[src/dram_cmd_pkg.sv]
/*
 * Command format shared by the controller front end and its testbench.
 * A command carries its op and the full bank, row and column address.
 */

package dram_cmd_pkg;

    ////////////////////////////////////////////////////////////
    // address field widths
    ////////////////////////////////////////////////////////////
    localparam int BANK_W    = 2;
    localparam int ROW_W     = 14;
    localparam int COL_W     = 10;
    localparam int NUM_BANKS = 4;

    typedef logic [BANK_W-1:0] bank_addr_t;
    typedef logic [ROW_W-1:0]  row_addr_t;
    typedef logic [COL_W-1:0]  col_addr_t;

    // bank, row and column joined for the hazard compare
    typedef logic [BANK_W+ROW_W+COL_W-1:0] dram_addr_t;

    ////////////////////////////////////////////////////////////
    // command op and format
    ////////////////////////////////////////////////////////////
    typedef logic [0:0] dram_op_t;

    localparam dram_op_t OP_READ  = 1'b0;
    localparam dram_op_t OP_WRITE = 1'b1;

    typedef struct packed {
        dram_op_t   op;
        bank_addr_t bank;
        row_addr_t  row;
        col_addr_t  col;
    } dram_cmd_t;

endpackage

[src/gc_sched_pkg.sv]
/*
 * Scheduler mode and per-bank mask types of the global controller.
 * The mask carries one bit per bank controller.
 */

package gc_sched_pkg;

    // reads go first until a flush is requested
    typedef enum logic [0:0] {
        READ_FIRST  = 1'b0,
        WRITE_FLUSH = 1'b1
    } sched_mode_e;

    // bank ready and bank valid
    typedef logic [dram_cmd_pkg::NUM_BANKS-1:0] bank_mask_t;

endpackage

[src/bank_dispatch.sv]
/*
 * Final register stage toward the four bank controllers.
 * Command and data are shared, the valid strobe selects the bank.
 */

`timescale 1ns/100ps

module bank_dispatch #(
    parameter int DATA_W = 64
) (
    input  logic                    i_clk,
    input  logic                    i_rst_n,
    input  logic                    i_issue_valid,
    input  dram_cmd_pkg::dram_cmd_t  i_issue_cmd,
    input  logic [DATA_W-1:0]       i_issue_wdata,
    output gc_sched_pkg::bank_mask_t o_bank_valid,
    output dram_cmd_pkg::dram_cmd_t  o_bank_cmd,
    output logic [DATA_W-1:0]       o_bank_wdata
);

    gc_sched_pkg::bank_mask_t valid_d;

    // bank field to one-hot strobe
    assign valid_d = i_issue_valid ? (gc_sched_pkg::bank_mask_t'(1) << i_issue_cmd.bank) : '0;

    always_ff @(posedge i_clk or negedge i_rst_n)
    begin
        if (!i_rst_n)
        begin
            o_bank_valid <= '0;
        end
        else
        begin
            o_bank_valid <= valid_d;
        end
    end

    always_ff @(posedge i_clk)
    begin
        if (i_issue_valid)
        begin
            o_bank_cmd   <= i_issue_cmd;
            o_bank_wdata <= i_issue_wdata;
        end
    end

    // strobe must point at the bank named in the shared command
    a_valid_onehot: assert property (@(posedge i_clk) disable iff (!i_rst_n)
        $onehot0(o_bank_valid) && ((o_bank_valid == '0) || o_bank_valid[o_bank_cmd.bank]));

endmodule

[src/global_controller.sv]
/*
 * Front end of the DRAM global controller.
 * Accepts requests on a valid/ready handshake, queues reads and writes
 * apart and dispatches each command to the controller of its bank.
 */

`timescale 1ns/100ps

module global_controller #(
    parameter int DATA_W      = 64,
    parameter int RD_DEPTH    = 8,
    parameter int WR_DEPTH    = 8,
    parameter int FLUSH_LEVEL = 4
) (
    input  logic                    i_clk,
    input  logic                    i_rst_n,
    input  logic                    i_req_valid,
    input  dram_cmd_pkg::dram_cmd_t  i_req_cmd,
    input  logic [DATA_W-1:0]       i_req_wdata,
    output logic                    o_req_ready,
    input  gc_sched_pkg::bank_mask_t i_bank_ready,
    output gc_sched_pkg::bank_mask_t o_bank_valid,
    output dram_cmd_pkg::dram_cmd_t  o_bank_cmd,
    output logic [DATA_W-1:0]       o_bank_wdata
);

    logic                     accept;
    logic                     is_read;
    logic                     rd_push;
    logic                     wr_push;
    dram_cmd_pkg::dram_addr_t probe_addr;
    dram_cmd_pkg::dram_cmd_t  rd_head;
    dram_cmd_pkg::dram_cmd_t  wr_head;
    logic [DATA_W-1:0]        wr_head_wdata;
    logic                     rd_empty;
    logic                     rd_full;
    logic                     wr_empty;
    logic                     wr_full;
    logic                     flush_req;
    logic                     rd_pop;
    logic                     wr_pop;
    logic                     flushing;
    logic                     issue_valid;
    dram_cmd_pkg::dram_cmd_t  issue_cmd;
    logic [DATA_W-1:0]        issue_wdata;

    ////////////////////////////////////////////////////////////
    // request acceptance
    ////////////////////////////////////////////////////////////
    assign o_req_ready = !rd_full && !wr_full && !flushing;
    assign accept      = i_req_valid && o_req_ready;
    assign is_read     = (i_req_cmd.op == dram_cmd_pkg::OP_READ);
    assign rd_push     = accept && is_read;
    assign wr_push     = accept && !is_read;
    assign probe_addr  = {i_req_cmd.bank, i_req_cmd.row, i_req_cmd.col};

    read_queue #(.DEPTH(RD_DEPTH)) u_read_queue (
        .i_clk(i_clk), .i_rst_n(i_rst_n),
        .i_push(rd_push), .i_cmd(i_req_cmd), .i_pop(rd_pop),
        .o_head(rd_head), .o_empty(rd_empty), .o_full(rd_full)
    );

    write_buffer #(.DEPTH(WR_DEPTH), .DATA_W(DATA_W), .FLUSH_LEVEL(FLUSH_LEVEL)) u_write_buffer (
        .i_clk(i_clk), .i_rst_n(i_rst_n),
        .i_push(wr_push), .i_cmd(i_req_cmd), .i_wdata(i_req_wdata),
        .i_read_probe(rd_push), .i_probe_addr(probe_addr), .i_pop(wr_pop),
        .o_head(wr_head), .o_head_wdata(wr_head_wdata),
        .o_empty(wr_empty), .o_full(wr_full), .o_flush_req(flush_req)
    );

    request_scheduler #(.DATA_W(DATA_W)) u_request_scheduler (
        .i_clk(i_clk), .i_rst_n(i_rst_n),
        .i_rd_head(rd_head), .i_rd_empty(rd_empty),
        .i_wr_head(wr_head), .i_wr_head_wdata(wr_head_wdata), .i_wr_empty(wr_empty),
        .i_flush_req(flush_req), .i_bank_ready(i_bank_ready),
        .o_rd_pop(rd_pop), .o_wr_pop(wr_pop), .o_flushing(flushing),
        .o_issue_valid(issue_valid), .o_issue_cmd(issue_cmd), .o_issue_wdata(issue_wdata)
    );

    bank_dispatch #(.DATA_W(DATA_W)) u_bank_dispatch (
        .i_clk(i_clk), .i_rst_n(i_rst_n),
        .i_issue_valid(issue_valid), .i_issue_cmd(issue_cmd), .i_issue_wdata(issue_wdata),
        .o_bank_valid(o_bank_valid), .o_bank_cmd(o_bank_cmd), .o_bank_wdata(o_bank_wdata)
    );

endmodule

[src/read_queue.sv]
/*
 * Circular FIFO of read commands waiting for the scheduler.
 * The head is valid whenever o_empty is low.
 */

`timescale 1ns/100ps

module read_queue #(
    parameter int DEPTH = 8
) (
    input  logic                   i_clk,
    input  logic                   i_rst_n,
    input  logic                   i_push,
    input  dram_cmd_pkg::dram_cmd_t i_cmd,
    input  logic                   i_pop,
    output dram_cmd_pkg::dram_cmd_t o_head,
    output logic                   o_empty,
    output logic                   o_full
);

    localparam int PTR_W = $clog2(DEPTH);
    localparam int CNT_W = $clog2(DEPTH + 1);

    dram_cmd_pkg::dram_cmd_t mem [DEPTH];
    logic [PTR_W-1:0]        rd_ptr_q;
    logic [PTR_W-1:0]        wr_ptr_q;
    logic [CNT_W-1:0]        count_q;

    // command storage
    always_ff @(posedge i_clk)
    begin
        if (i_push)
        begin
            mem[wr_ptr_q] <= i_cmd;
        end
    end

    always_ff @(posedge i_clk or negedge i_rst_n)
    begin
        if (!i_rst_n)
        begin
            rd_ptr_q <= '0;
            wr_ptr_q <= '0;
            count_q  <= '0;
        end
        else
        begin
            if (i_push)
            begin
                wr_ptr_q <= (wr_ptr_q == PTR_W'(DEPTH - 1)) ? '0 : wr_ptr_q + 1'b1;
            end
            if (i_pop)
            begin
                rd_ptr_q <= (rd_ptr_q == PTR_W'(DEPTH - 1)) ? '0 : rd_ptr_q + 1'b1;
            end
            count_q <= count_q + CNT_W'(i_push) - CNT_W'(i_pop);
        end
    end

    assign o_head  = mem[rd_ptr_q];
    assign o_empty = (count_q == '0);
    assign o_full  = (count_q == CNT_W'(DEPTH));

    // the top must hold off requests while full
    a_no_push_full: assert property (@(posedge i_clk) disable iff (!i_rst_n)
        i_push |-> !o_full);
    a_no_pop_empty: assert property (@(posedge i_clk) disable iff (!i_rst_n)
        i_pop |-> !o_empty);

endmodule

[src/request_scheduler.sv]
/*
 * Picks the next command from the read queue or the write buffer.
 * Reads go first until a flush request, which drains every write.
 */

`timescale 1ns/100ps

module request_scheduler #(
    parameter int DATA_W = 64
) (
    input  logic                    i_clk,
    input  logic                    i_rst_n,
    input  dram_cmd_pkg::dram_cmd_t  i_rd_head,
    input  logic                    i_rd_empty,
    input  dram_cmd_pkg::dram_cmd_t  i_wr_head,
    input  logic [DATA_W-1:0]       i_wr_head_wdata,
    input  logic                    i_wr_empty,
    input  logic                    i_flush_req,
    input  gc_sched_pkg::bank_mask_t i_bank_ready,
    output logic                    o_rd_pop,
    output logic                    o_wr_pop,
    output logic                    o_flushing,
    output logic                    o_issue_valid,
    output dram_cmd_pkg::dram_cmd_t  o_issue_cmd,
    output logic [DATA_W-1:0]       o_issue_wdata
);

    gc_sched_pkg::sched_mode_e mode_q;
    gc_sched_pkg::sched_mode_e mode_d;
    logic                      sel_wr;
    logic                      head_valid;
    logic                      pop;
    dram_cmd_pkg::dram_cmd_t   head;

    ////////////////////////////////////////////////////////////
    // mode FSM
    ////////////////////////////////////////////////////////////
    always_comb
    begin
        mode_d = mode_q;
        case (mode_q)
            gc_sched_pkg::READ_FIRST:
            begin
                if (i_flush_req)
                begin
                    mode_d = gc_sched_pkg::WRITE_FLUSH;
                end
            end
            default:
            begin
                // back to reads once the buffer is drained
                if (i_wr_empty)
                begin
                    mode_d = gc_sched_pkg::READ_FIRST;
                end
            end
        endcase
    end

    always_ff @(posedge i_clk or negedge i_rst_n)
    begin
        if (!i_rst_n)
        begin
            mode_q <= gc_sched_pkg::READ_FIRST;
        end
        else
        begin
            mode_q <= mode_d;
        end
    end

    // a blocked head is never bypassed
    assign sel_wr     = (mode_q == gc_sched_pkg::WRITE_FLUSH) || i_rd_empty;
    assign head       = sel_wr ? i_wr_head : i_rd_head;
    assign head_valid = sel_wr ? !i_wr_empty : !i_rd_empty;
    assign pop        = head_valid && i_bank_ready[head.bank];

    assign o_rd_pop   = pop && !sel_wr;
    assign o_wr_pop   = pop && sel_wr;
    assign o_flushing = (mode_q == gc_sched_pkg::WRITE_FLUSH);

    ////////////////////////////////////////////////////////////
    // issue register
    ////////////////////////////////////////////////////////////
    always_ff @(posedge i_clk or negedge i_rst_n)
    begin
        if (!i_rst_n)
        begin
            o_issue_valid <= 1'b0;
        end
        else
        begin
            o_issue_valid <= pop;
        end
    end

    always_ff @(posedge i_clk)
    begin
        if (pop)
        begin
            o_issue_cmd <= head;
        end
        if (o_wr_pop)
        begin
            o_issue_wdata <= i_wr_head_wdata;
        end
    end

    a_one_pop: assert property (@(posedge i_clk) disable iff (!i_rst_n)
        !(o_rd_pop && o_wr_pop));

endmodule

[src/write_buffer.sv]
/*
 * Write command and data queue with a read-after-write address check.
 * Requests a flush at the fill watermark or after a hazard hit.
 */

`timescale 1ns/100ps

module write_buffer #(
    parameter int DEPTH       = 8,
    parameter int DATA_W      = 64,
    parameter int FLUSH_LEVEL = 4
) (
    input  logic                    i_clk,
    input  logic                    i_rst_n,
    input  logic                    i_push,
    input  dram_cmd_pkg::dram_cmd_t  i_cmd,
    input  logic [DATA_W-1:0]       i_wdata,
    input  logic                    i_read_probe,
    input  dram_cmd_pkg::dram_addr_t i_probe_addr,
    input  logic                    i_pop,
    output dram_cmd_pkg::dram_cmd_t  o_head,
    output logic [DATA_W-1:0]       o_head_wdata,
    output logic                    o_empty,
    output logic                    o_full,
    output logic                    o_flush_req
);

    localparam int PTR_W = $clog2(DEPTH);
    localparam int CNT_W = $clog2(DEPTH + 1);

    dram_cmd_pkg::dram_cmd_t cmd_mem  [DEPTH];
    logic [DATA_W-1:0]       data_mem [DEPTH];
    logic [DEPTH-1:0]        slot_valid_q;
    logic [PTR_W-1:0]        rd_ptr_q;
    logic [PTR_W-1:0]        wr_ptr_q;
    logic [CNT_W-1:0]        count_q;
    logic [CNT_W-1:0]        count_d;
    logic                    hit;
    logic                    hazard_q;

    always_ff @(posedge i_clk)
    begin
        if (i_push)
        begin
            cmd_mem[wr_ptr_q]  <= i_cmd;
            data_mem[wr_ptr_q] <= i_wdata;
        end
    end

    assign count_d = count_q + CNT_W'(i_push) - CNT_W'(i_pop);

    always_ff @(posedge i_clk or negedge i_rst_n)
    begin
        if (!i_rst_n)
        begin
            slot_valid_q <= '0;
            rd_ptr_q     <= '0;
            wr_ptr_q     <= '0;
            count_q      <= '0;
        end
        else
        begin
            if (i_push)
            begin
                slot_valid_q[wr_ptr_q] <= 1'b1;
                wr_ptr_q <= (wr_ptr_q == PTR_W'(DEPTH - 1)) ? '0 : wr_ptr_q + 1'b1;
            end
            if (i_pop)
            begin
                slot_valid_q[rd_ptr_q] <= 1'b0;
                rd_ptr_q <= (rd_ptr_q == PTR_W'(DEPTH - 1)) ? '0 : rd_ptr_q + 1'b1;
            end
            count_q <= count_d;
        end
    end

    ////////////////////////////////////////////////////////////
    // hazard compare against every pending write
    ////////////////////////////////////////////////////////////
    always_comb
    begin
        hit = 1'b0;
        for (int i = 0; i < DEPTH; i++)
        begin
            if (slot_valid_q[i] &&
                {cmd_mem[i].bank, cmd_mem[i].row, cmd_mem[i].col} == i_probe_addr)
            begin
                hit = 1'b1;
            end
        end
        hit = hit && i_read_probe;
    end

    // sticky until the last pending write leaves
    always_ff @(posedge i_clk or negedge i_rst_n)
    begin
        if (!i_rst_n)
        begin
            hazard_q <= 1'b0;
        end
        else if (count_d == '0)
        begin
            hazard_q <= 1'b0;
        end
        else if (hit)
        begin
            hazard_q <= 1'b1;
        end
    end

    assign o_head       = cmd_mem[rd_ptr_q];
    assign o_head_wdata = data_mem[rd_ptr_q];
    assign o_empty      = (count_q == '0);
    assign o_full       = (count_q == CNT_W'(DEPTH));
    // hit counts in its own cycle so the read cannot be picked next
    assign o_flush_req  = hit || hazard_q || (count_q >= CNT_W'(FLUSH_LEVEL));

    a_no_push_full: assert property (@(posedge i_clk) disable iff (!i_rst_n)
        i_push |-> !o_full);
    a_no_flush_empty: assert property (@(posedge i_clk) disable iff (!i_rst_n)
        o_empty |-> !o_flush_req);

endmodule

[config.mk]
export PLATFORM = sky130hd
export DESIGN_NAME = global_controller
export DESIGN_NICKNAME = d
export VERILOG_FILES = /design/src/dram_cmd_pkg.sv /design/src/gc_sched_pkg.sv /design/src/bank_dispatch.sv /design/src/global_controller.sv /design/src/read_queue.sv /design/src/request_scheduler.sv /design/src/write_buffer.sv
export SDC_FILE = /design/constraint.sdc
export NUM_CORES = 1
export LEC_CHECK = 0
export BUFFER_PORTS_ARGS = -buffer_cell sky130_fd_sc_hd__buf_2
export CELL_PAD_IN_SITES_DETAIL_PLACEMENT = 0
export CELL_PAD_IN_SITES_GLOBAL_PLACEMENT = 1
export CORE_ASPECT_RATIO = 0.5
export CORE_MARGIN = 10
export CORE_UTILIZATION = 45
export CTS_CLUSTER_DIAMETER = 200
export DETAILED_ROUTE_END_ITERATION = 7
export PLACE_DENSITY = 0.76
export SYNTH_ARGS = -nofsm -noshare
export SYNTH_HDL_FRONTEND = slang
export SYNTH_SLANG_ARGS = --single-unit
[constraint.sdc]
create_clock -name i_clk -period 21 [get_ports i_clk]
set_clock_uncertainty 0.15 [all_clocks]
set_input_delay 3.15 -clock i_clk [delete_from_list [all_inputs] [get_ports i_clk]]
set_output_delay 3.15 -clock i_clk [all_outputs]
set_load 0.03 [all_outputs]
==> flow_summary.ini <==
[outcome]
status = complete, no violations

[pwr]
p_int_mw = 4.46
p_seq_share_pct = 46.9
powerDensity_nw_per_um2 = 133
clkPwrFrac_pct = 27.3
p_sw_share_pct = 32.4
ir_drop_uv = 148
total_power_mw = 6.60
p_comb_share_pct = 25.8
power.switching_mw = 2.14
power.leakage_nw = 15.9

[floorplan]
fp.dieArea_um2 = 111000
die_h_um = 241
die_width_um = 462
rows = 80
core-area_um2 = 96200
start_util_pct = 45.8
num_io_pins = 194

[yosys]
syn_area_um2 = 44000
yosys.cell_types.count = 56
ys_seq_area_share_pct = 78.8
ys_dominant_reg_cell = edfxtp_1
synth_cells = 2354
synthTopCellsByCount = edfxtp_1 (1126), a22oi_1 (216), xnor2_1 (210), clkbuf_1 (85), nand4_1 (83)
synth_most_common_cell = edfxtp_1
synth_edf_count = 1126
synth_warnings = 0
synth_fp_nets = 2474
synth_area_leader_cell = edfxtp_1
async_flop_share_pct = 3.01
avgSynthCellArea_um2 = 18.7
ys_top_cells_by_area = edfxtp_1 (77%), xnor2_1 (4.2%), a22oi_1 (3.7%)
post-synth-top-area-fraction_pct = 76.8
synth_seq_cells = 1161

[setup_path]
rrSetupSlack_ns = 15.76
rr_worst_depth = 14
cp-start-kind = flip-flop
worstReg2RegStart = u_write_buffer.rd_ptr_q[2]
required_ns = 17.70
arrival_ns = 2.25
crit_fanout = 4
reg2reg_to = u_write_buffer.hazard_q
end_kind = output port
crit_type = reg -> out

[route]
vias_per_cell = 5.83
post-route-drc-count = 0
routedWlPerCell_um = 27.3
drtIter0Drc = 2591
wl_mm = 108
vias = 23143
drtPass1Iterations = 8
detail-route-antenna-nets = 0

[placement]
dp_cells = 3777
port_buffers = 193
place_congestion = 0.875
dp_hpwl_mm = 64.4
dp_slack_ns = 14.77

[clocking]
cts_resized = 0
cts_root_buf = clkbuf_16
cts_buffer_depth = 3
clk_latency_ns = 0.72
postCtsSetupRepairBufs = 0
clkSinkCount = 1161
hold_buffers = 0
tritoncts = yes
path_clk_slew_ns = 0.06
cts_max_level = 3
cts_made_buffers = 102

[grt]
grtUsageMet2_pct = 30.5
antenna_found_initial = 21
grt_pass1_vias = 22876
met3_usage_pct = 4.78
grt_use_total_pct = 19.2
grtUsageMet1_pct = 26.2
overflow = 0
grt_pass1_wl_mm = 158
busiest_layer = met2
grt_max_degree = 76

[timing]
worstMarginPinSlew_ns = 1.18
finalSetupViolCount = 0
finalHoldViolCount = 0
slew_headroom_pct = 21.6
layout_setup_ws_ns = 15.45
post-route-period-util_pct = 26.4
tns_ns = 0
fin_crit_ns = 5.55
slew_violations = 0
rsz0062_at_grt = no
fmax_mhz = 180

[final_layout]
final_cell_count_no_fill = 3970
area_growth_pct = 13.2
drive_above_1_share_pct = 18.7
fillCellCount = 7638
finalNetCount = 2689
multiInputGateArea_um2 = 8870
area.sequential_um2 = 34700

[job]
max-cap-violations = 0

[min_path]
min_path_type = reg -> reg
holdPathStages = 0
whs_endpoint = u_bank_dispatch.o_bank_wdata[61]
min_from = u_request_scheduler.o_issue_wdata[61]
==> power groups by stage <==
stage	registers [mW]	clock network, mW	logic (mW)
CTS	3.10	1.83	1.73
global route	3.12	1.93	1.83
global placement	3.14	0	1.70
detailed placement	3.15	0	1.73
finish	3.09	1.80	1.71
floorplan	3.29	0	0.910
==> kinds of logic after synthesis <==
family,synth area share (%)
AOI/OAI and AO/OA,7.15
buffers and inverters,1.38
adders and majority gates,0.660
muxes,4.23
and+or+nand+nor,3.55
DFF,78.8
xor gates and xnor gates,4.22
==> worst max-delay path by stage <==
stage,startpoint,endpoint,cells past startpoint
3_3_place_gp,i_req_cmd[26],u_write_buffer.data_mem[1][17],5
3_5_place_dp,i_req_cmd[26],u_write_buffer.data_mem[0][34],5
2_1_floorplan,i_req_valid,u_write_buffer.cmd_mem[0][0],2
6_report,u_write_buffer.count_q[2],o_req_ready,4
4_1_cts,u_write_buffer.count_q[2],o_req_ready,4
5_1_grt,u_write_buffer.count_q[2],o_req_ready,4
==> per-stage QoR <==
| step | hold WS, ns | util [%] | cell area [µm²] |
|---|---|---|---|
| floorplan | 0.250 | - | 44000 |
| global placement | 0.253 | 48.5 | 46600 |
| detailed placement | 0.255 | 48.5 | 46600 |
| CTS | 0.262 | 51.8 | 49800 |
| global route | 0.271 | 51.8 | 49800 |
| finish | 0.261 | 51.8 | 49800 |
==> placed cells by master (no fill, tap or decap), drive strengths merged, types with 24 or more instances in the layout <==
cell type / instances
a21oi: 39
a221oi: 38
a22o: 45
a22oi: 216
buf: 241
clkbuf: 126
clkinv: 49
dfrtp: 35
edfxtp: 1126
inv: 24
mux2i: 28
mux4: 59
nand2: 41
nand3: 48
nand4: 83
nor2: 34
nor3: 24
xnor2: 210
==> sequential cells by signal, indices dropped and copies added (netlist names), 4 cells and up <==
name                               count
u_bank_dispatch.o_bank_wdata          64
u_bank_dispatch.o_bank_cmd            27
u_read_queue.mem                     216
u_request_scheduler.o_issue_cmd       27
u_read_queue.count_q                   4
u_write_buffer.slot_valid_q            8
u_write_buffer.data_mem              512
u_write_buffer.cmd_mem               216
u_request_scheduler.o_issue_wdata     64
u_write_buffer.count_q                 4
u_bank_dispatch.o_bank_valid           4
==> critical path, cell delays in order, from the launching register on <==
cell,delay (ns)
dfrtp_1,0.33
inv_1,0.08
ha_1,0.20
a221oi_1,0.63
buf_2,0.33
==> area by class of cell <==
type	count	area share, %
sequential	1161	69.6
multi-input combinational	1042	17.8
clock buffer	126	5.37
tap	1312	3.29
timing repair buffer	241	2.66
clock inverter	61	1.05
inverter	21	0.158
antenna	6	0.0301
==> metal layers <==
layer / routed length [µm] / part of all wire, %
met1: 44800 / 41
met2: 51500 / 47
met3: 9000 / 8.3
met4: 3040 / 2.8
met5: 124 / 0.11
(Power assumes the default switching activity.)
